## src/design/timer_pkg.sv

```systemverilog
`default_nettype none

package timer_pkg;

  localparam int tick_period = 8; // clock cycles per mtime step in simulation
  localparam int tick_width = $clog2(tick_period);
  localparam logic [tick_width-1:0] tick_last = tick_width'(tick_period - 1);

  // register offsets inside the timer window, with their sizes in bytes
  localparam int offset_width = 16;
  localparam logic [offset_width-1:0] msip_offset = 16'h0000;
  localparam logic [offset_width-1:0] msip_size = 16'd4;
  localparam logic [offset_width-1:0] mtimecmp_offset = 16'h4000;
  localparam logic [offset_width-1:0] mtimecmp_size = 16'd8;
  localparam logic [offset_width-1:0] mtime_offset = 16'hBFF8;
  localparam logic [offset_width-1:0] mtime_size = 16'd8;

endpackage

`default_nettype wire

```

## src/design/bus_pkg.sv

```systemverilog
`default_nettype none

package bus_pkg;

  localparam int addr_width = 32;
  localparam int data_width = 64;
  localparam int strb_width = data_width / 8; // one strobe per byte lane
  localparam int byte_offset_width = $clog2(strb_width);

  localparam logic [addr_width-1:0] clint_base = 32'h0200_0000;
  localparam logic [addr_width-1:0] clint_size = 32'h0001_0000; // 64 KiB timer window

  localparam logic [addr_width-1:0] ram_base = 32'h8000_0000;
  localparam int ram_words = 512;
  localparam int ram_index_width = $clog2(ram_words);
  localparam logic [addr_width-1:0] ram_size = addr_width'(ram_words * strb_width);

  // target chosen for an access by the address decoder
  typedef enum logic [1:0] {
    region_none,
    region_clint,
    region_ram
  } region_t;

endpackage

`default_nettype wire
```

## src/design/clint.sv

```systemverilog
`timescale 1ns/1ps
`default_nettype none

module clint (
  input  logic                           clock,
  input  logic                           reset,
  input  logic                           select,
  input  logic [bus_pkg::addr_width-1:0] addr,
  input  logic [bus_pkg::data_width-1:0] wdata,
  input  logic [bus_pkg::strb_width-1:0] wstrb,
  output logic [bus_pkg::data_width-1:0] rdata,
  output logic                           ready,
  output logic [63:0]                    mtime,
  output logic                           msip,
  output logic                           mtip
);

  logic                                 tick;
  logic [timer_pkg::offset_width-1:0]   offset;
  logic                                 write;
  logic                                 msip_hit;
  logic                                 mtimecmp_hit;
  logic                                 mtime_hit;
  logic [63:0]                          mtimecmp;
  logic [bus_pkg::data_width-1:0]       read_value;

  tick_divider tick_divider_inst (
    .clock(clock),
    .reset(reset),
    .tick (tick)
  );

  assign offset = addr[timer_pkg::offset_width-1:0];
  assign write = |wstrb; // timer writes always replace the whole register

  // the wrapping subtraction turns each range check into a single compare
  assign msip_hit = (offset - timer_pkg::msip_offset) < timer_pkg::msip_size;
  assign mtimecmp_hit = (offset - timer_pkg::mtimecmp_offset) < timer_pkg::mtimecmp_size;
  assign mtime_hit = (offset - timer_pkg::mtime_offset) < timer_pkg::mtime_size;

  always_comb begin
    read_value = '0; // offsets that name no register read as zero
    if (msip_hit) begin
      read_value[0] = msip;
    end else if (mtimecmp_hit) begin
      read_value = mtimecmp;
    end else if (mtime_hit) begin
      read_value = mtime;
    end
  end

  always_ff @(posedge clock) begin
    if (!reset) begin
      msip <= 1'b0;
    end else if (select && write && msip_hit) begin
      msip <= wdata[0];
    end
  end

  always_ff @(posedge clock) begin
    if (!reset) begin
      mtimecmp <= '0;
    end else if (select && write && mtimecmp_hit) begin
      mtimecmp <= wdata;
    end
  end

  always_ff @(posedge clock) begin
    if (!reset) begin
      mtime <= '0;
    end else if (select && write && mtime_hit) begin
      mtime <= wdata; // a software write wins over a tick in the same cycle
    end else if (tick) begin
      mtime <= mtime + 64'd1;
    end
  end

  always_ff @(posedge clock) begin
    if (!reset) begin
      mtip <= 1'b0;
    end else begin
      mtip <= (mtime >= mtimecmp);
    end
  end

  always_ff @(posedge clock) begin
    if (!reset) begin
      ready <= 1'b0;
    end else begin
      ready <= select; // every access is answered, unused offsets included
    end
  end

  always_ff @(posedge clock) begin
    rdata <= (select && !write) ? read_value : '0;
  end

endmodule

`default_nettype wire

```

## src/design/tick_divider.sv

```systemverilog
`timescale 1ns/1ps
`default_nettype none

module tick_divider (
  input  logic clock,
  input  logic reset,
  output logic tick
);

  logic [timer_pkg::tick_width-1:0] count;

  always_ff @(posedge clock) begin
    if (!reset) begin
      count <= '0;
      tick <= 1'b0;
    end else if (count == timer_pkg::tick_last) begin
      count <= '0;
      tick <= 1'b1; // single cycle pulse as the counter wraps
    end else begin
      count <= count + 1'b1;
      tick <= 1'b0;
    end
  end

endmodule

`default_nettype wire

```

## config.mk

```make
export PLATFORM = sky130hd
export DESIGN_NAME = clint
export DESIGN_NICKNAME = d
export VERILOG_FILES = /design/src/design/timer_pkg.sv /design/src/design/bus_pkg.sv /design/src/design/clint.sv /design/src/design/tick_divider.sv
export SDC_FILE = /design/constraint.sdc
export NUM_CORES = 1
export LEC_CHECK = 0
export BUFFER_PORTS_ARGS = -buffer_cell sky130_fd_sc_hd__clkbuf_2
export CAP_MARGIN = 20
export CELL_PAD_IN_SITES_DETAIL_PLACEMENT = 1
export CELL_PAD_IN_SITES_GLOBAL_PLACEMENT = 1
export CORE_MARGIN = 2
export CORE_UTILIZATION = 30
export DETAILED_ROUTE_END_ITERATION = 10
export GPL_TIMING_DRIVEN = 0
export PLACE_DENSITY = 0.71
export SLEW_MARGIN = 40
export SYNTH_ARGS = -nofsm -noshare
export SYNTH_HDL_FRONTEND = slang
export SYNTH_HIERARCHICAL = 1
export SYNTH_SLANG_ARGS = --single-unit
```

## constraint.sdc

```tcl
create_clock -name clock -period 2.3 [get_ports clock]
set_input_delay 0.23 -clock clock [delete_from_list [all_inputs] [get_ports clock]]
set_output_delay 0.23 -clock clock [all_outputs]
set_load 0.01 [all_outputs]
```

### After elaboration in Yosys (flattened, before gate mapping)

Cells that the tools add are included.

* add/subtract/negate cells: 4
* order comparisons: 4
* eq/ne operators: 1
* reductions and logical operators: 10
* muxes and demuxes: 6
* bitwise operators: 2

Operators by type and width (count)
* 2-to-1 mux 64 bit: 4
* adder 64 x 1 -> 64 bit, second input constant: 1
* greater-or-equal comparator 64 bit: 1
* < comparator 16 x 4 -> 1 bit, second input constant: 2
* < comparator 16 x 3 -> 1 bit, second input constant: 1
* subtractor 16 x 15 -> 16 bit, second input constant: 1
* subtractor 16 bit, second input constant: 1
* OR reduction 8 bit: 1
* logical AND 1 bit: 5
* OR reduction 2 bit: 2
* adder 3 x 1 -> 3 bit, second input constant: 1
* equality test 3 bit, second input constant: 1
* 2-to-1 mux 1 bit: 2
* NOT 1 bit: 2
* nonzero test 2 bit: 1
* logical NOT 1 bit: 1

* logic and storage cells: 36
* output and inout bits: 131
* bits of input ports: 107
* register bits after elaboration: 199

### Logic depth before layout (Yosys ltp)

* word-level depth: 5
* mapped depth: 9
* depth with buffers taken out: 8

### Hierarchy

The synthesis kept the hierarchy.

Modules (own cells, without submodules)
* clint: instances 1, area each 9992.1 µm², cells each 1214, seq. area each 3903.7 µm²
* tick_divider: instances 1, area each 142.6 µm², cells each 10, seq. area each 80.1 µm²

### Worst setup path after synthesis

OpenSTA, ideal clock, no wires.

* kind: register to register
* from: register mtime[10]
* to: register mtime[54]
* data arrival time: 2.108 ns
* cell stages (with the launch flop): 9
* setup slack: 0.060 ns
* setup time: 0.132 ns
* path through: dfxtp_1 and4_1 buf_4 nand4_4 or4_4 buf_4 nor3_2 xnor2_1 a21oi_1

* word-level cells in the longest chain between the ends: 3

RTL lines
* start, declared: line clint.sv:13 `output logic [63:0] mtime,`
* start signal, assigned: line clint.sv:72 `mtime <= wdata;`
* start signal, assigned: line clint.sv:74 `mtime <= mtime + 64'd1;`
* adder 64 x 1 -> 64 bit: line clint.sv:74
* 2-to-1 mux 64 bit: line clint.sv:73 `end else if (tick) begin`
* 2-to-1 mux 64 bit: line clint.sv:71 `end else if (select && write && mtime_hit) begin`

No other way between the ends. The select of a mux whose other input is x is not followed.
A chain may end at the register's enable or synchronous reset.

### Worst setup path after layout

* from: register mtime[0]
* to: register mtip

* word-level cells in the longest chain between the ends: 1

RTL lines
* greater-or-equal comparator 64 bit: line clint.sv:82 `mtip <= (mtime >= mtimecmp);`
* end signal, assigned: line clint.sv:82
* end, declared: line clint.sv:15 `output logic mtip`

No other way between the ends.

==> summary.md <==
| Metric | Value |
|---|---|
| Die Span Y | 188 um |
| Ports | 238 |
| Final min period | 2.27 ns |
| Worst Setup Path Type | reg2reg |
| Highest Clock Rate | 0.441 GHz |
| Syn avg cell area | 8.28 sq um |
| Power per Cell Area | 514 nW/um^2 |
| Most used flip-flop cell after synthesis | dfxtp_1 |
| ANT nets after route | 0 |
| Fin. max-slew vios | 0 |
| First-pass GRT wire length | approximately 60000 um |
| Adder-cell share of the synthesized area | under 10% |
| Number of distinct library cells after synthesis | 54 |
| Post-detail-place hpwl | 29100 um |
| Peak VDD IR | between 0.5 and 0.6 mV |
| Total CTS buffers | 17 |
| HP Class | in2reg |
| Area Overhead vs Synth | 29.3% |
| CTS max path bufs | 2 |
| CTS tree | done |
| Slew at the pin with the worst max-slew slack | between 0.8 and 0.9 ns |
| Clock slew at reported path FFs | 0.07 ns |
| Unrepaired setup endpoints after global routing | yes |
| Total GRT Usage | 21.9% |
| Post-synthesis xor/xnor area fraction | 5.19% |
| Mapped cell area | 10100 sq um |
| Storage element area | 4090 sq um |
| DRC viols | 0 |
| R2R Setup Slk | between 0.03 and 0.04 ns |
| Worst setup path start | mtime[0] |
| Dominant cell type by area after synthesis | dfxtp_1 |
| Max Clock Skew | 0.0128 ns |
| Routed vias | 10500 |
| DRT iter0 DRCs | between 500 and 600 |
| Max-capacitance violation count | 0 |
| Crit path cell chain | inv_2 > ha_1 > nand2b_4 > a2111oi_4 > o21a_1 > o211ai_1 > a21o_1 > a211o_1 |
| Largest net degree at the start of global routing | 20 |
| Syn Inst Count | around 1200 |
| Leakage Power | about 4.9 nW |
| Worst-skew pair later-pin latency | 0.46 ns |
| Largest delay share family, worst path | compound AO/OA/AOI/OAI gates |
| Area occupied by multi-input gates | 5790 sq um |
| Ant diodes | 0 |
| Area fraction in compound gates after synthesis | 19.1% |
| Async S/R FF share, synth | 0% |
| Final setup violation count | 0 |
| CTS root buf | clkbuf_16 |
| Final hold vios | 0 |
| CTS sink count | 199 |
| PortBufs | 219 |
| Final Util | 39.3% |
| Dominant cells by area after synthesis | dfxtp_1 (39%), ha_1 (8.4%), nand2_1 (6.2%) |
| Flip-flop and latch count after synthesis | 199 |
| Die area | 35300 sq um |
| Worst setup margin | slightly above 0.03 ns |
| Setup WS pre-CTS | -0.721 ns |
| Crit-path max cell delay | 0.40 ns |
| Core area | ~33000 sq um |
| Routed WL | 39200 um |
| Average wire per standard cell | approximately 20 um |
| Reg2reg start | mtime[0] |
| DR pass1 iterations | 5 |
| Worst EP required | 2.65 ns |
| Starting density of the core | 30.4% |
| Slowest-stage cell, CP | dfxtp_4 |
| Row cnt | 67 |
| Fin Hold WS | 0.0147 ns |
| Vias in the first global route | around 11000 |
| # fillers | just over 4000 |
| Slew margin rel. | a little under half |
| Initial antenna violation count | 0 |
| Crit path max fanout | 5 |
| Main combinational cell family by area after synthesis | simple AND/OR/NAND/NOR gates |
| Commonest cells in the netlist | dfxtp_1 (199), nand2_1 (168), a21oi_1 (109), nor2_1 (89), inv_1 (71) |
| Critical path arrival | 2.62 ns |
| Hold path startpoint | wdata[58] |
| Die X | approximately 190 um |
| GP Congestion | roughly 0.86 |
| Tcrit/Tclk final | 98.7% |
| Type of element launching the critical path | flop |
| H-tree level count | 4 |
| Share of the synthesized area in the top cell type | 39.3% |
| Outcome | complete, no violations |
| Multiplexer share of the synthesized area | 0.198% |
| Syn Nets | 1399 |
| Post-Synth Simple-Gate Area | a little over a fifth |
| Sequential fraction of the synthesis area | a little under 40% |
| Share of cells above drive strength 1 | 27.1% |
| Synth warn | 6 |
| Buffers and inverters on the worst path | 1 |
| Drt via density | ~5.3 |
| Layout net count | approximately 1700 |
| EDFF count, synth | 0 |
| Top-count cell post-synth | dfxtp_1 |
| Crit. End Element | flop |
| Grt ovf | 0 |
[routing by layer]
metal,track usage (%),vias up,part of all wire [%]
met3,3.39,43,4.5
met2,37.3,286,48
met4,6.21,0,2.0
met1,28.8,5176,46
li1,-,4970,-
met5,0,-,0
[timing repair]
| item | CTS | global route |
|---|---|---|
| gates resized for setup | 72 | 73 |
| endpoints found under the hold margin | 11 | 0 |
| cloned | 0 | 0 |
| endpoints found under the setup margin | 101 | 155 |
| hold buffers | 11 | 0 |
| pin swaps | 13 | 18 |
| buffers inserted | 11 | 17 |
[area by class of cell]
| cell class | instances | share of cell area (%) |
|---|---|---|
| buffer | 80 | 2.89 |
| clock buffer | 18 | 3.35 |
| clock inverter | 14 | 1.06 |
| inverter | 72 | 2.06 |
| multi-input combinational | 871 | 44.2 |
| sequential | 199 | 31.2 |
| tap | 448 | 4.28 |
| timing repair buffer | 260 | 11.0 |
[placed cells by master, fill, tap and decap left out, types with 14 or more instances in the layout]
master     Yosys  layout
nor3_1        52      43
a21oi_1      109     109
xor2_1        34      34
o21ai_0       15      14
nand3_1       33      29
dfxtp_2        0      29
dfxtp_4        0      18
nand4_1       41      41
clkbuf_1      62      47
a211oi_1      45      42
a32oi_1       63      63
o31ai_1       24      23
inv_1         71      70
buf_4          2      30
ha_1          68      66
dfxtp_1      199     152
xnor2_1       26      26
nor2_1        89      87
clkbuf_16      0      17
nand2_1      168     168
clkbuf_2       0     234
[path summary, 6_finish.rpt]
check	endpoint	cells past startpoint
max	mtip	8
min	mtimecmp[58]	3
max reg2reg	mtip	8
min reg2reg	tick_divider_inst/count[0]	1
[stage by stage]
| step | instance area, sq um | setup TNS, ns | total power, mW | cells |
|---|---|---|---|---|
| 3_5_place_dp | 11800 | -87.69 | 3.80 | 1893 |
| 6_report | 13100 | 0 | 6.74 | 1962 |
| 5_1_grt | 13100 | -0.144 | 6.96 | 1962 |
| 3_3_place_gp | 11800 | -159.43 | 3.80 | 1891 |
| 2_1_floorplan | 10100 | 0 | 3.62 | 1224 |
| 4_1_cts | 12800 | -0.00368 | 6.81 | 1945 |
[worst reg2reg max path: stages (launching register included)]
cell and delay [ns]:
dfxtp_4 0.40, inv_2 0.04, ha_1 0.27, nand2b_4 0.16, a2111oi_4 0.35, o21a_1 0.23
o211ai_1 0.15, a21o_1 0.28, a211o_1 0.27
[cell families (layout without fill, tap and decap cells)]
kind of cell               after synthesis  count (layout)
AOI/OAI and AO/OA                      287             287
muxes                                    2               2
adders and majority gates               68              68
DFF                                    199             199
and+or+nand+nor                        454             454
xor gates and xnor gates                60              60
buffers and inverters                  154             444
[where the power goes]
part | switching [mW] | internal [mW]
logic | 0.186 | 0.107
registers | 0.00362 | 3.43
clock network | 1.55 | 1.47
[registers in the layout (all words and copies together), names as in the netlist]
name                     count
mtip                         1
mtime                       64
tick_divider_inst/tick       1
mtimecmp                    64
tick_divider_inst/count      3
rdata                       64
msip                         1
ready                        1
Power figures use the tool's default switching activity.
