<file path="src/design/bus_pkg.sv">
`default_nettype none

package bus_pkg;

  localparam int addr_width = 32;
  localparam int data_width = 64;
  localparam int strb_width = data_width / 8; // one strobe per byte lane
  localparam int byte_offset_width = $clog2(strb_width);

  localparam logic [addr_width-1:0] clint_base = 32'h0200_0000;
  localparam logic [addr_width-1:0] clint_size = 32'h0001_0000; // 64 KiB timer window

  localparam logic [addr_width-1:0] ram_base = 32'h8000_0000;
  localparam int ram_words = 512;
  localparam int ram_index_width = $clog2(ram_words);
  localparam logic [addr_width-1:0] ram_size = addr_width'(ram_words * strb_width);

  // target chosen for an access by the address decoder
  typedef enum logic [1:0] {
    region_none,
    region_clint,
    region_ram
  } region_t;

endpackage

`default_nettype wire
</file>
<file path="src/design/bus_decoder.sv">
`timescale 1ns/1ps
`default_nettype none

module bus_decoder (
  input  logic                           clock,
  input  logic                           reset,
  input  logic                           valid,
  input  logic [bus_pkg::addr_width-1:0] addr,
  output logic                           clint_select,
  output logic                           ram_select,
  input  logic [bus_pkg::data_width-1:0] clint_rdata,
  input  logic [bus_pkg::data_width-1:0] ram_rdata,
  input  logic                           clint_ready,
  input  logic                           ram_ready,
  output logic [bus_pkg::data_width-1:0] rdata,
  output logic                           ready,
  output logic                           bus_error
);

  bus_pkg::region_t region;
  logic             unmapped;

  always_comb begin
    if (addr >= bus_pkg::clint_base &&
        addr < bus_pkg::clint_base + bus_pkg::clint_size) begin
      region = bus_pkg::region_clint;
    end else if (addr >= bus_pkg::ram_base &&
                 addr < bus_pkg::ram_base + bus_pkg::ram_size) begin
      region = bus_pkg::region_ram;
    end else begin
      region = bus_pkg::region_none;
    end
  end

  assign clint_select = valid && (region == bus_pkg::region_clint);
  assign ram_select = valid && (region == bus_pkg::region_ram);

  // the unmapped responder answers on the same cycle a target would
  always_ff @(posedge clock) begin
    if (!reset) begin
      unmapped <= 1'b0;
    end else begin
      unmapped <= valid && (region == bus_pkg::region_none);
    end
  end

  // only one responder is active per cycle, idle ones drive zero
  assign rdata = clint_rdata | ram_rdata;
  assign ready = clint_ready | ram_ready | unmapped;
  assign bus_error = unmapped;

endmodule

`default_nettype wire

</file>
<file path="config.mk">
export PLATFORM = sky130hd
export DESIGN_NAME = bus_decoder
export DESIGN_NICKNAME = d
export VERILOG_FILES = /design/src/design/bus_pkg.sv /design/src/design/bus_decoder.sv
export SDC_FILE = /design/constraint.sdc
export NUM_CORES = 1
export LEC_CHECK = 0
export BUFFER_PORTS_ARGS = -buffer_cell sky130_fd_sc_hd__clkbuf_2
export CORE_AREA = 2 2 89 91
export DETAILED_ROUTE_END_ITERATION = 6
export DIE_AREA = 0 0 91 93
export PLACE_DENSITY = 0.47
export SKIP_CTS_REPAIR_TIMING = 1
export SLEW_MARGIN = 20
export SYNTH_ARGS = -nofsm -noshare
export SYNTH_HDL_FRONTEND = slang
export SYNTH_SLANG_ARGS = --single-unit
</file>
<file path="constraint.sdc">
create_clock -name clock -period 1.4 [get_ports clock]
set_input_delay 0.14 -clock clock [delete_from_list [all_inputs] [get_ports clock]]
set_output_delay 0.14 -clock clock [all_outputs]
set_load 0.1 [all_outputs]
</file>
Word-level counts from Yosys, hierarchy flattened
Index checks and enable logic that the tools add are counted.
{ "word_totals": {"register_bits": 1, "word_cells": 18, "in_bits": 165, "out_inout_bits": 68} }
{ "classes": {"eq_ne": 2, "order_cmp": 4, "n_reduce_logical": 6, "muxes": 2, "bitwise_logic": 3} }
{ "ops": {"columns": ["op", "count"], "rows": [
  ["$or 64x64->64", 1],
  ["$ge 32x26->1 const B", 1],
  ["$ge 32x32->1 const B", 1],
  ["$lt 32x26->1 const B", 1],
  ["$lt 32x32->1 const B", 1],
  ["$logic_and 1x1->1", 5],
  ["$mux 2", 2],
  ["$eq 2x1->1 const B", 1],
  ["$eq 2x2->1 const B", 1],
  ["$logic_not 2->1", 1],
  ["$or 1x1->1", 2]
]} }

Depth between registers and ports, before layout
Gate-level depths: netlist of run 1.
{ "depth": {"ltp_word": 6, "mapped_depth": 3, "mapped_depth_nobuf": 3} }

Worst setup path before layout of run 1
No wires, ideal clock.
{ "synth_path": {"path_kind": "input to output", "start": "in addr[23] (netlist name)", "end": "out clint_select", "arrival_ps": 3387, "n_path_buf": 0, "path_slack_ps": -2127, "required_time_ps": 1260, "cell_stages": 3, "path_cell_list": "nor4_1 nand4_1 nor4_1"} }
{ "synth_via": {"elab_chain_len": 6, "elab_cells_between_ends": 10, "cone_classes": "order compare: 4; eq/ne: 1; mux: 2; reduce/logical: 3"} }
{ "synth_rtl": {"columns": ["item", "line", "source"], "rows": [
  ["start: declaration", "bus_decoder.sv:8", "input logic [bus_pkg::addr_width-1:0] addr,"],
  ["$ge 32x32->1 or $lt 32x32->1 (tied branches)", "bus_decoder.sv:27, bus_decoder.sv:28", null],
  ["$logic_and 1x1->1", "bus_decoder.sv:27", "end else if (addr >= bus_pkg::ram_base &&"],
  ["$mux 2", "bus_decoder.sv:27", null],
  ["$mux 2 (*)", "bus_decoder.sv:24", "if (addr >= bus_pkg::clint_base &&"],
  ["$eq 2x1->1 (*)", "bus_decoder.sv:35", "assign clint_select = valid && (region == bus_pkg::region_clint);"],
  ["$logic_and 1x1->1 (*)", "bus_decoder.sv:35", null],
  ["end: declaration", "bus_decoder.sv:9", "output logic clint_select,"]
]} }
Mark *: on every way between the ends. The rest lies on a longest branch, timed or not.

Final worst setup path of run 1
{ "layout_path": {"start": "in addr[19] (netlist name)", "end": "out clint_select"} }
Same word-level chain as after synthesis.

==> results of run 1 <==
==> worst max-delay path: stages <==
cell and delay, ns:
buf_6 0.09, nor4_4 0.26, nand4_1 0.15, buf_6 0.16, nor4_4 0.18, buf_12 0.21
==> cells in the final DEF (no fill, tap or decap), drive strengths merged <==
cell type / count
dfxtp: 1
a21oi: 1
nor2: 1
nor2b: 2
nor4: 5
nand4: 1
clkbuf: 216
or3: 1
inv: 2
nor3: 1
o211a: 1
or2: 64
buf: 6
nand2: 1
==> layout make-up <==
class                   count  area, µm²
fillers                   858       5640
repair buffers            222       1170
multi-input cells          78        563
well taps                 102        128
flip-flops and latches      1       21.3
inverters                   2       7.51
==> cells by family (layout without fill, tap and decap cells) <==
family | Yosys count | in the layout | share of synthesized area [%]
buf+inv | 2 | 224 | 1.47
flops | 1 | 1 | 3.91
compound gates | 2 | 2 | 2.93
simple gates | 76 | 76 | 91.7
==> stage by stage <==
step,cells,hold slack (ns),setup WS (ns)
after floorplan,81,0.266,-0.397
after global placement,405,0.386,0.0600
after detailed placement,405,0.382,0.0631
after CTS,405,0.382,0.0550
after global routing,405,0.395,-0.0394
final,405,0.373,0.0616
==> power breakdown <==
part | total, W | switching (W) | internal, W
sequential | 0.0000317 | 0.000000763 | 0.0000309
combinational | 0.00114 | 0.000859 | 0.000285
clock | 0 | 0 | 0
==> how the worst max path moves through the flow <==
stage                               to  slack, ns  cells after the start
final                     clint_select       0.06                      6
after global routing      clint_select      -0.04                      6
after CTS                 clint_select       0.05                      6
after detailed placement  clint_select       0.06                      6
after global placement    clint_select       0.06                      6
after floorplan           clint_select      -0.40                      3
==> per-layer routing <==
metal  up-vias  GRT usage [%]
met5         -              0
met4         0              0
met3         0           2.34
met2       120           14.1
met1       568           5.81
li1        703              -
==> qor.json, run 1 <==
{
  "routed.top_layer": "met3",
  "timing.hold.worst.start": "reset",
  "final.period_utilization_pct": 95.6,
  "met3_wl_um": 607,
  "timing.critical_path.arrival_ns": 1.20,
  "routedWlPerCell_um": 8.35,
  "core_mm2": 0.00753,
  "first_pass_grt_wire_length_mm": 4.73,
  "port_buffers": 220,
  "post_synth_instance_area_um2": 512,
  "timing.critical_path.required_ns": 1.26,
  "die_height_um": 93,
  "number_of_nets_in_the_final_layout": 470,
  "number_of_drc_violations_after_detailed_routing": 0,
  "ys_top_cells_by_count": "or2_2 (64), nor4_1 (5), inv_1 (2), nor2b_1 (2)",
  "power_dens_cells_mw_per_mm2": 622,
  "vias_per_cell": 3.43,
  "dominantRegCellSynth": "dfxtp_1",
  "worstHoldEndpoint": "bus_error",
  "drt-pass1-iter-count": 4,
  "postSynthCellCount": 81,
  "ports": 233,
  "number_of_global_route_vias_before_repair": 1151,
  "worst-slew-pin-transition_ns": 0.566,
  "grt_use_total_pct": 6.44,
  "synth.top_cells.by_area": "or2_2 (78%), nor4_1 (6.1%), dfxtp_1 (3.9%)",
  "die_x_um": 91,
  "drive_gt1_share_pct": 97.0,
  "finalInstanceArea_mm2": 0.00189,
  "worst_setup_path_end_kind": "output port",
  "largest_reg_flops": 1,
  "relative_max_transition_margin_pct": 62.5,
  "synth_area_leader_cell": "or2_2",
  "ir_drop_v": 0.000235,
  "final_count_of_negative_setup_slack_endpoints": 0,
  "sequential_fraction_of_the_synthesis_area_pct": 3.91,
  "synth.lib_cells_used.distinct": 12,
  "critPathMaxFanout": 3,
  "wirelength_mm": 3.38,
  "antenna-diode-count": 0,
  "routedLengthMet1_um": 889,
  "initial_antenna_violation_count": 0,
  "synth.yosys.warnings": 0,
  "floorplan.initialDensity_pct": 6.80,
  "setup.worst_path.start": "addr[19]",
  "routability_congestion": 0.682,
  "fin_util_pct": 25.1,
  "floorplan.die_area_mm2": 0.00846,
  "total_power_w": 0.00118,
  "drt_iter0_drc": 3,
  "global_route.overflow_total": 0,
  "hold_depth": 2,
  "postPlaceCellArea_mm2": 0.00187,
  "dpl.hpwl_mm": 3.39,
  "post_synthesis_net_count": 246,
  "number_of_enable_flip_flop_cells_after_synthesis": 0,
  "timing.fmax_mhz": 747,
  "min_period_ns": 1.34,
  "post-synth-top-count-cell": "or2_2",
  "maxCapViolations": 0,
  "detailroute.wirelength.met2_mm": 1.89,
  "netlist.area_leader.share_pct": 78.2,
  "min-delay-path-class": "input port to flop",
  "static-leakage-power_nw": 1.14,
  "fin_setup_tns_ns": 0,
  "cell_row_count": 32,
  "finalHoldViolCount": 0,
  "num_vias": 1391,
  "async_reset_ff_share_pct": 0,
  "run_status": "complete, no violations",
  "area.growth.synth_to_final_pct": 269,
  "final-max-slew-violation-count": 0,
  "startpoint_type": "input port",
  "grt_max_degree": 4,
  "clkTransAtPathRegs_ns": 0,
  "synth_seq_cells": 1,
  "setup_repair_after_global_routing_missed_its_margin": "yes",
  "post_synth.cell_area_avg_um2": 6.32,
  "timing.setup.critical_path_class": "input port to output port",
  "detail-route-antenna-nets": 0
}
Power figures use the tool's default switching activity.
==> run 2: changes to the inputs <==
Settings changed: SETUP_SLACK_MARGIN from default to 0.5.
==> run 2 against run 1 <==
  * Die area unchanged
  * Global-route usage up 0.25 points
  * Cell area up 9.7%
  * Sequential share of layout area about the same
  * Via count up 1.7%
  * Combinational power up 7%
  * Sequential power down 3%
  * Fmax up 0.21%
==> qor.json, run 2 (synthesized netlist as in run 1, its figures left out) <==
{
  "run_status": "complete, no violations",
  "min_period": {"value": 1.34, "unit": "ns", "change": "-0.00280 ns"},
  "setup_repair_after_global_routing_missed_its_margin": "yes",
  "die_x": {"value": 91, "unit": "µm", "change": "unchanged"},
  "clkTransAtPathRegs": {"value": 0, "unit": "ns", "change": "unchanged"},
  "fin_util": {"value": 27.5, "unit": "%", "change": "+2.4 points"},
  "global_route.overflow_total": {"value": 0, "change": "unchanged"},
  "final_count_of_negative_setup_slack_endpoints": {"value": 0, "change": "unchanged"},
  "power_dens_cells": {"value": 604, "unit": "mW/mm²", "change": "-2.9%"},
  "floorplan.initialDensity": {"value": 6.80, "unit": "%", "change": "unchanged"},
  "whs": {"value": 0.358, "unit": "ns", "change": "-0.0152 ns"},
  "num_vias": {"value": 1415, "change": "+1.7%"},
  "drive_gt1_share": {"value": 97.0, "unit": "%", "change": "about the same"},
  "postPlaceCellArea": {"value": 0.00186, "unit": "mm²", "change": "-0.87%"},
  "largest_reg_flops": {"value": 1, "change": "unchanged"},
  "finalInstanceArea": {"value": 0.00207, "unit": "mm²", "change": "+9.7%"},
  "top_library_cells_by_usage_in_the_layout_fill_and_taps_aside": "clkbuf_2 (150), or2_2 (64), buf_4 (60)",
  "critPathMaxFanout": {"value": 3, "change": "unchanged"},
  "startpoint_type": "input port",
  "min-delay-path-class": "input port to flop",
  "worst_setup_path_end_kind": "output port",
  "ports": {"value": 233, "change": "unchanged"},
  "detail-route-antenna-nets": {"value": 0, "change": "unchanged"},
  "setup.worst_path.start": "addr[23]",
  "routedWlPerCell": {"value": 9.27, "unit": "µm", "change": "+11%"},
  "drt-pass1-iter-count": {"value": 2, "change": "-2"},
  "area.growth.synth_to_final_pct": 305,
  "timing.fmax": {"value": 749, "unit": "MHz", "change": "+0.21%"},
  "first_pass_grt_wire_length": {"value": 4.93, "unit": "mm", "change": "+4.2%"},
  "timing.setup.critical_path_class": "input port to output port",
  "number_of_drc_violations_after_detailed_routing": {"value": 0, "change": "unchanged"},
  "timing.hold.worst.start": "reset",
  "wirelength": {"value": 3.74, "unit": "mm", "change": "+11%"},
  "routability_congestion": {"value": 0.673, "change": "-1.3%"},
  "number_of_global_route_vias_before_repair": {"value": 1213, "change": "+5.4%"},
  "final_cell_count_no_fill": {"value": 404, "change": "-0.25%"},
  "vias_per_cell": {"value": 3.50, "change": "+2.0%"},
  "drt_iter0_drc": {"value": 8, "change": "+5"},
  "timing.critical_path.required": {"value": 1.26, "unit": "ns", "change": "about the same"},
  "grt_use_total": {"value": 6.69, "unit": "%", "change": "+0.25 points"},
  "finalHoldViolCount": {"value": 0, "change": "unchanged"},
  "core": {"value": 0.00753, "unit": "mm²", "change": "unchanged"},
  "most_common_library_cell_in_the_layout_ignoring_fill_and_taps": "clkbuf_2",
  "ir_drop": {"value": 0.000218, "unit": "V", "change": "-7.3%"},
  "static-leakage-power": {"value": 1.18, "unit": "nW", "change": "+3.6%"},
  "final.period_utilization": {"value": 95.4, "unit": "%", "change": "-0.20 points"},
  "dp_cells": {"value": 404, "change": "-0.25%"},
  "dpl.hpwl": {"value": 3.44, "unit": "mm", "change": "+1.5%"},
  "die_height": {"value": 93, "unit": "µm", "change": "unchanged"},
  "initial_antenna_violation_count": {"value": 0, "change": "unchanged"},
  "worst-slew-pin-transition": {"value": 0.303, "unit": "ns", "change": "-0.263 ns"},
  "number_of_nets_in_the_final_layout": {"value": 469, "change": "-0.21%"},
  "cell_row_count": {"value": 32, "change": "unchanged"},
  "maxCapViolations": {"value": 0, "change": "unchanged"},
  "final-max-slew-violation-count": {"value": 0, "change": "unchanged"},
  "grt_max_degree": {"value": 4, "change": "unchanged"},
  "relative_max_transition_margin": {"value": 79.9, "unit": "%", "change": "+17 points"},
  "floorplan.die_area": {"value": 0.00846, "unit": "mm²", "change": "unchanged"},
  "antenna-diode-count": {"value": 0, "change": "unchanged"},
  "port_buffers": {"value": 220, "change": "unchanged"},
  "timing.critical_path.arrival": {"value": 1.20, "unit": "ns", "change": "about the same"}
}
[run 2: cell types whose count changed in the layout (fill, tap and decap cells not counted)]
cell / delta
buf_4: +59
buf_6: +5
clkbuf_2: -66
clkbuf_4: +1
dfxtp_2: -1
dfxtp_4: +1
or3_2: -1
or3_4: +1
[run 2: area by class of cell]
class	count	area [µm²]
multi-input cells	78	567
repair buffers	221	1350
fillers	856	5450
inverters	2	7.51
well taps	102	128
flip-flops and latches	1	23.8
[run 2: power by group]
| group | internal (W) | switching [W] | total, W | leakage (nW) |
|---|---|---|---|---|
| Clock | 0 | 0 | 0 | 0 |
| Sequential | 0.0000298 | 0.00000105 | 0.0000309 | 0.00891 |
| Combinational | 0.000353 | 0.000868 | 0.00122 | 1.17 |
| Total | 0.000382 | 0.000869 | 0.00125 | 1.18 |
[run 2: metrics by stage]
| step | TNS (ns) | power (W) | worst slack (ns) |
|---|---|---|---|
| 2_1_floorplan | -0.570 | 0.000880 | -0.397 |
| 3_3_place_gp | 0 | 0.00117 | 0.0649 |
| 3_5_place_dp | 0 | 0.00118 | 0.0513 |
| 4_1_cts | 0 | 0.00118 | 0.0409 |
| 5_1_grt | 0 | 0.00130 | 0.0120 |
| 6_report | 0 | 0.00125 | 0.0644 |
[run 2: final timing paths]
path | to | slack (ns) | depth (start not counted)
min | bus_error | 0.36 | 2
max | clint_select | 0.06 | 6
[run 2: per-layer routing]
| metal | wire length [µm] | track usage [%] | up-vias | part of all wire (%) |
|---|---|---|---|---|
| li1 | - | - | 700 | - |
| met1 | 1030 | 6.14 | 598 | 27 |
| met2 | 2160 | 14.7 | 117 | 58 |
| met3 | 556 | 2.26 | 0 | 15 |
| met4 | 0 | 0 | 0 | 0 |
| met5 | 0 | 0 | - | 0 |
[run 2: critical path, cell delays in order]
cell and delay, ns:
clkbuf_2 0.10, nor4_4 0.26, nand4_1 0.14, buf_6 0.15, nor4_4 0.19, buf_12 0.21
==> run 3: changes to the inputs <==
Settings changed: CTS_BUF_LIST from default to sky130_fd_sc_hd__clkbuf_16, SKIP_CTS_REPAIR_TIMING 1 to default, SLEW_MARGIN 20 to default.
==> run 3 against run 2 <==
  * Combinational power rose by 9%
  * Critical path type unchanged
  * Fmax increased by 0.48%
  * Sequential cell count unchanged
  * Total power is 8.8% higher
  * Final cell count stayed put
  * Core utilization rose by 5.2 points
  * Cell area rose by 19%
  * Routed wire length up 10%
==> qor.json, run 3 (synthesized netlist as in run 1, its figures left out) <==
{
  "core": {"value": 0.00753, "unit": "mm²", "change": "unchanged"},
  "hold_depth": {"value": 2, "change": "unchanged"},
  "min_period": {"value": 1.33, "unit": "ns", "change": "-0.00633 ns"},
  "critPathMaxFanout": {"value": 3, "change": "unchanged"},
  "ff_latch_area": {"value": 23.8, "unit": "µm²", "change": "unchanged"},
  "startpoint_type": "input port",
  "whs": {"value": 0.358, "unit": "ns", "change": "-0.0000400 ns"},
  "vias_per_cell": {"value": 3.52, "change": "+0.64%"},
  "grt_use_total": {"value": 8.26, "unit": "%", "change": "+1.6 points"},
  "most_common_library_cell_in_the_layout_ignoring_fill_and_taps": "clkbuf_2",
  "number_of_nets_in_the_final_layout": {"value": 469, "change": "unchanged"},
  "antenna-diode-count": {"value": 0, "change": "unchanged"},
  "routedWlPerCell": {"value": 10.2, "unit": "µm", "change": "+10%"},
  "setup_repair_after_global_routing_missed_its_margin": "yes",
  "timing.critical_path.arrival": {"value": 1.19, "unit": "ns", "change": "about the same"},
  "timing.critical_path.cells": "clkbuf_2 -> nor4_4 -> nand4_1 -> buf_6 -> nor4_4 -> buf_12",
  "worstHoldEndpoint": "bus_error",
  "area.growth.synth_to_final_pct": 382,
  "worst-slew-pin-transition": {"value": 0.303, "unit": "ns", "change": "-0.000000715 ns"},
  "timing.hold.worst.start": "reset",
  "n_fill_cell": {"value": 812, "change": "-5.1%"},
  "multi_input_comb_area": {"value": 567, "unit": "µm²", "change": "unchanged"},
  "final_count_of_negative_setup_slack_endpoints": {"value": 0, "change": "unchanged"},
  "run_status": "complete, no violations",
  "cp_common_cell": "nor4_4",
  "drive_gt1_share": {"value": 97.0, "unit": "%", "change": "unchanged"},
  "total_power": {"value": 0.00136, "unit": "W", "change": "+8.8%"},
  "floorplan.initialDensity": {"value": 6.80, "unit": "%", "change": "unchanged"},
  "max_incr_delay_on_cp": {"value": 0.26, "unit": "ns", "change": "about the same"},
  "num_vias": {"value": 1424, "change": "+0.64%"},
  "power_dens_cells": {"value": 552, "unit": "mW/mm²", "change": "-8.5%"},
  "ir_drop": {"value": 0.000183, "unit": "V", "change": "-16%"},
  "routability_congestion": {"value": 0.673, "change": "unchanged"},
  "min-delay-path-class": "input port to flop",
  "floorplan.die_area": {"value": 0.00846, "unit": "mm²", "change": "unchanged"},
  "worst_setup_path_end_kind": "output port",
  "drt-pass1-iter-count": {"value": 2, "change": "unchanged"},
  "setup.worst_path.start": "addr[23]",
  "global_route.overflow_total": {"value": 0, "change": "unchanged"},
  "dpl.hpwl": {"value": 3.44, "unit": "mm", "change": "unchanged"},
  "worst_path_max_delay_cell": "nor4_4",
  "drt_iter0_drc": {"value": 7, "change": "-1"},
  "largest_reg_flops": {"value": 1, "change": "unchanged"},
  "wirelength": {"value": 4.13, "unit": "mm", "change": "+10%"},
  "cell_row_count": {"value": 32, "change": "unchanged"},
  "ports": {"value": 233, "change": "unchanged"},
  "fin_util": {"value": 32.7, "unit": "%", "change": "+5.2 points"},
  "top_library_cells_by_usage_in_the_layout_fill_and_taps_aside": "clkbuf_2 (150), or2_2 (64), clkbuf_8 (63)",
  "postPlaceCellArea": {"value": 0.00186, "unit": "mm²", "change": "unchanged"},
  "static-leakage-power": {"value": 1.36, "unit": "nW", "change": "+15%"},
  "number_of_global_route_vias_before_repair": {"value": 1401, "change": "+15%"},
  "timing.setup.critical_path_class": "input port to output port",
  "number_of_drc_violations_after_detailed_routing": {"value": 0, "change": "unchanged"},
  "port_buffers": {"value": 220, "change": "unchanged"},
  "finalHoldViolCount": {"value": 0, "change": "unchanged"},
  "cts.repair_timing.setup_buffer_count": 0,
  "initial_antenna_violation_count": {"value": 0, "change": "unchanged"},
  "grt_use_met3": {"value": 2.50, "unit": "%", "change": "+0.24 points"},
  "die_height": {"value": 93, "unit": "µm", "change": "unchanged"},
  "grt_max_degree": {"value": 4, "change": "unchanged"},
  "final.period_utilization": {"value": 94.9, "unit": "%", "change": "-0.45 points"},
  "die_x": {"value": 91, "unit": "µm", "change": "unchanged"},
  "global_route.usage.met1": {"value": 7.31, "unit": "%", "change": "+1.2 points"},
  "timing.critical_path.required": {"value": 1.26, "unit": "ns", "change": "about the same"},
  "global_route.usage.met2": {"value": 18.5, "unit": "%", "change": "+3.8 points"},
  "relative_max_transition_margin": {"value": 79.9, "unit": "%", "change": "about the same"},
  "finalInstanceArea": {"value": 0.00246, "unit": "mm²", "change": "+19%"},
  "maxCapViolations": {"value": 0, "change": "unchanged"},
  "first_pass_grt_wire_length": {"value": 5.99, "unit": "mm", "change": "+22%"},
  "clkTransAtPathRegs": {"value": 0, "unit": "ns", "change": "unchanged"},
  "timing.fmax": {"value": 752, "unit": "MHz", "change": "+0.48%"},
  "detail-route-antenna-nets": {"value": 0, "change": "unchanged"},
  "final-max-slew-violation-count": {"value": 0, "change": "unchanged"},
  "gr-max-usage-layer": "met2"
}
## run 3: changes by cell type in the layout (fill, tap and decap cells not counted)
| cell | change |
|---|---|
| clkbuf_8 | +63 |
| buf_4 | -60 |
| buf_6 | -4 |
| buf_12 | -1 |
| buf_8 | +1 |
| clkbuf_16 | +1 |
## run 3: per-stage QoR
stage	worst slack (ns)	TNS, ns	std cells
finish	0.0707	0	404
global route	0.0113	0	404
CTS	0.0409	0	404
detailed placement	0.0513	0	404
global placement	0.0649	0	404
floorplan	-0.397	-0.570	81
## run 3: power breakdown
group / total [W] / switching (W) / internal [W]
Combinational: 0.00133 / 0.000885 / 0.000445
Clock: 0 / 0 / 0
Sequential: 0.0000309 / 0.00000105 / 0.0000298
## run 3: cell type report
cell class | instances | area share, %
Timing Repair Buffer | 221 | 70.6
Multi-Input combinational cell | 78 | 23.0
Tap cell | 102 | 5.18
Sequential cell | 1 | 0.964
Inverter | 2 | 0.305
## run 3: worst max-delay path by stage
| stage | to | slack, ns | cells past startpoint |
|---|---|---|---|
| CTS | clint_select | 0.04 | 6 |
| finish | clint_select | 0.07 | 6 |
| detailed placement | clint_select | 0.05 | 6 |
| global route | clint_select | 0.01 | 6 |
| floorplan | clint_select | -0.40 | 3 |
| global placement | clint_select | 0.06 | 6 |
## run 3: per-layer routing
layer	wire length (µm)	share of wire (%)
met4	19	0.46
met5	0	0
met3	554	13
met2	2430	59
met1	1130	27
## run 3: critical path: cells and delay by family
family / cells / cell delay, ns
and+or+nand+nor: 3 / 0.58
buffers and inverters: 3 / 0.46
## run 3: what timing repair did
| action | CTS | global route |
|---|---|---|
| resized for setup | 133 | 5 |
| pin swaps | 0 | 2 |
| hold buffers | 0 | 0 |
| hold endpoints to repair | 0 | 0 |
| setup endpoints to repair | 69 | 5 |
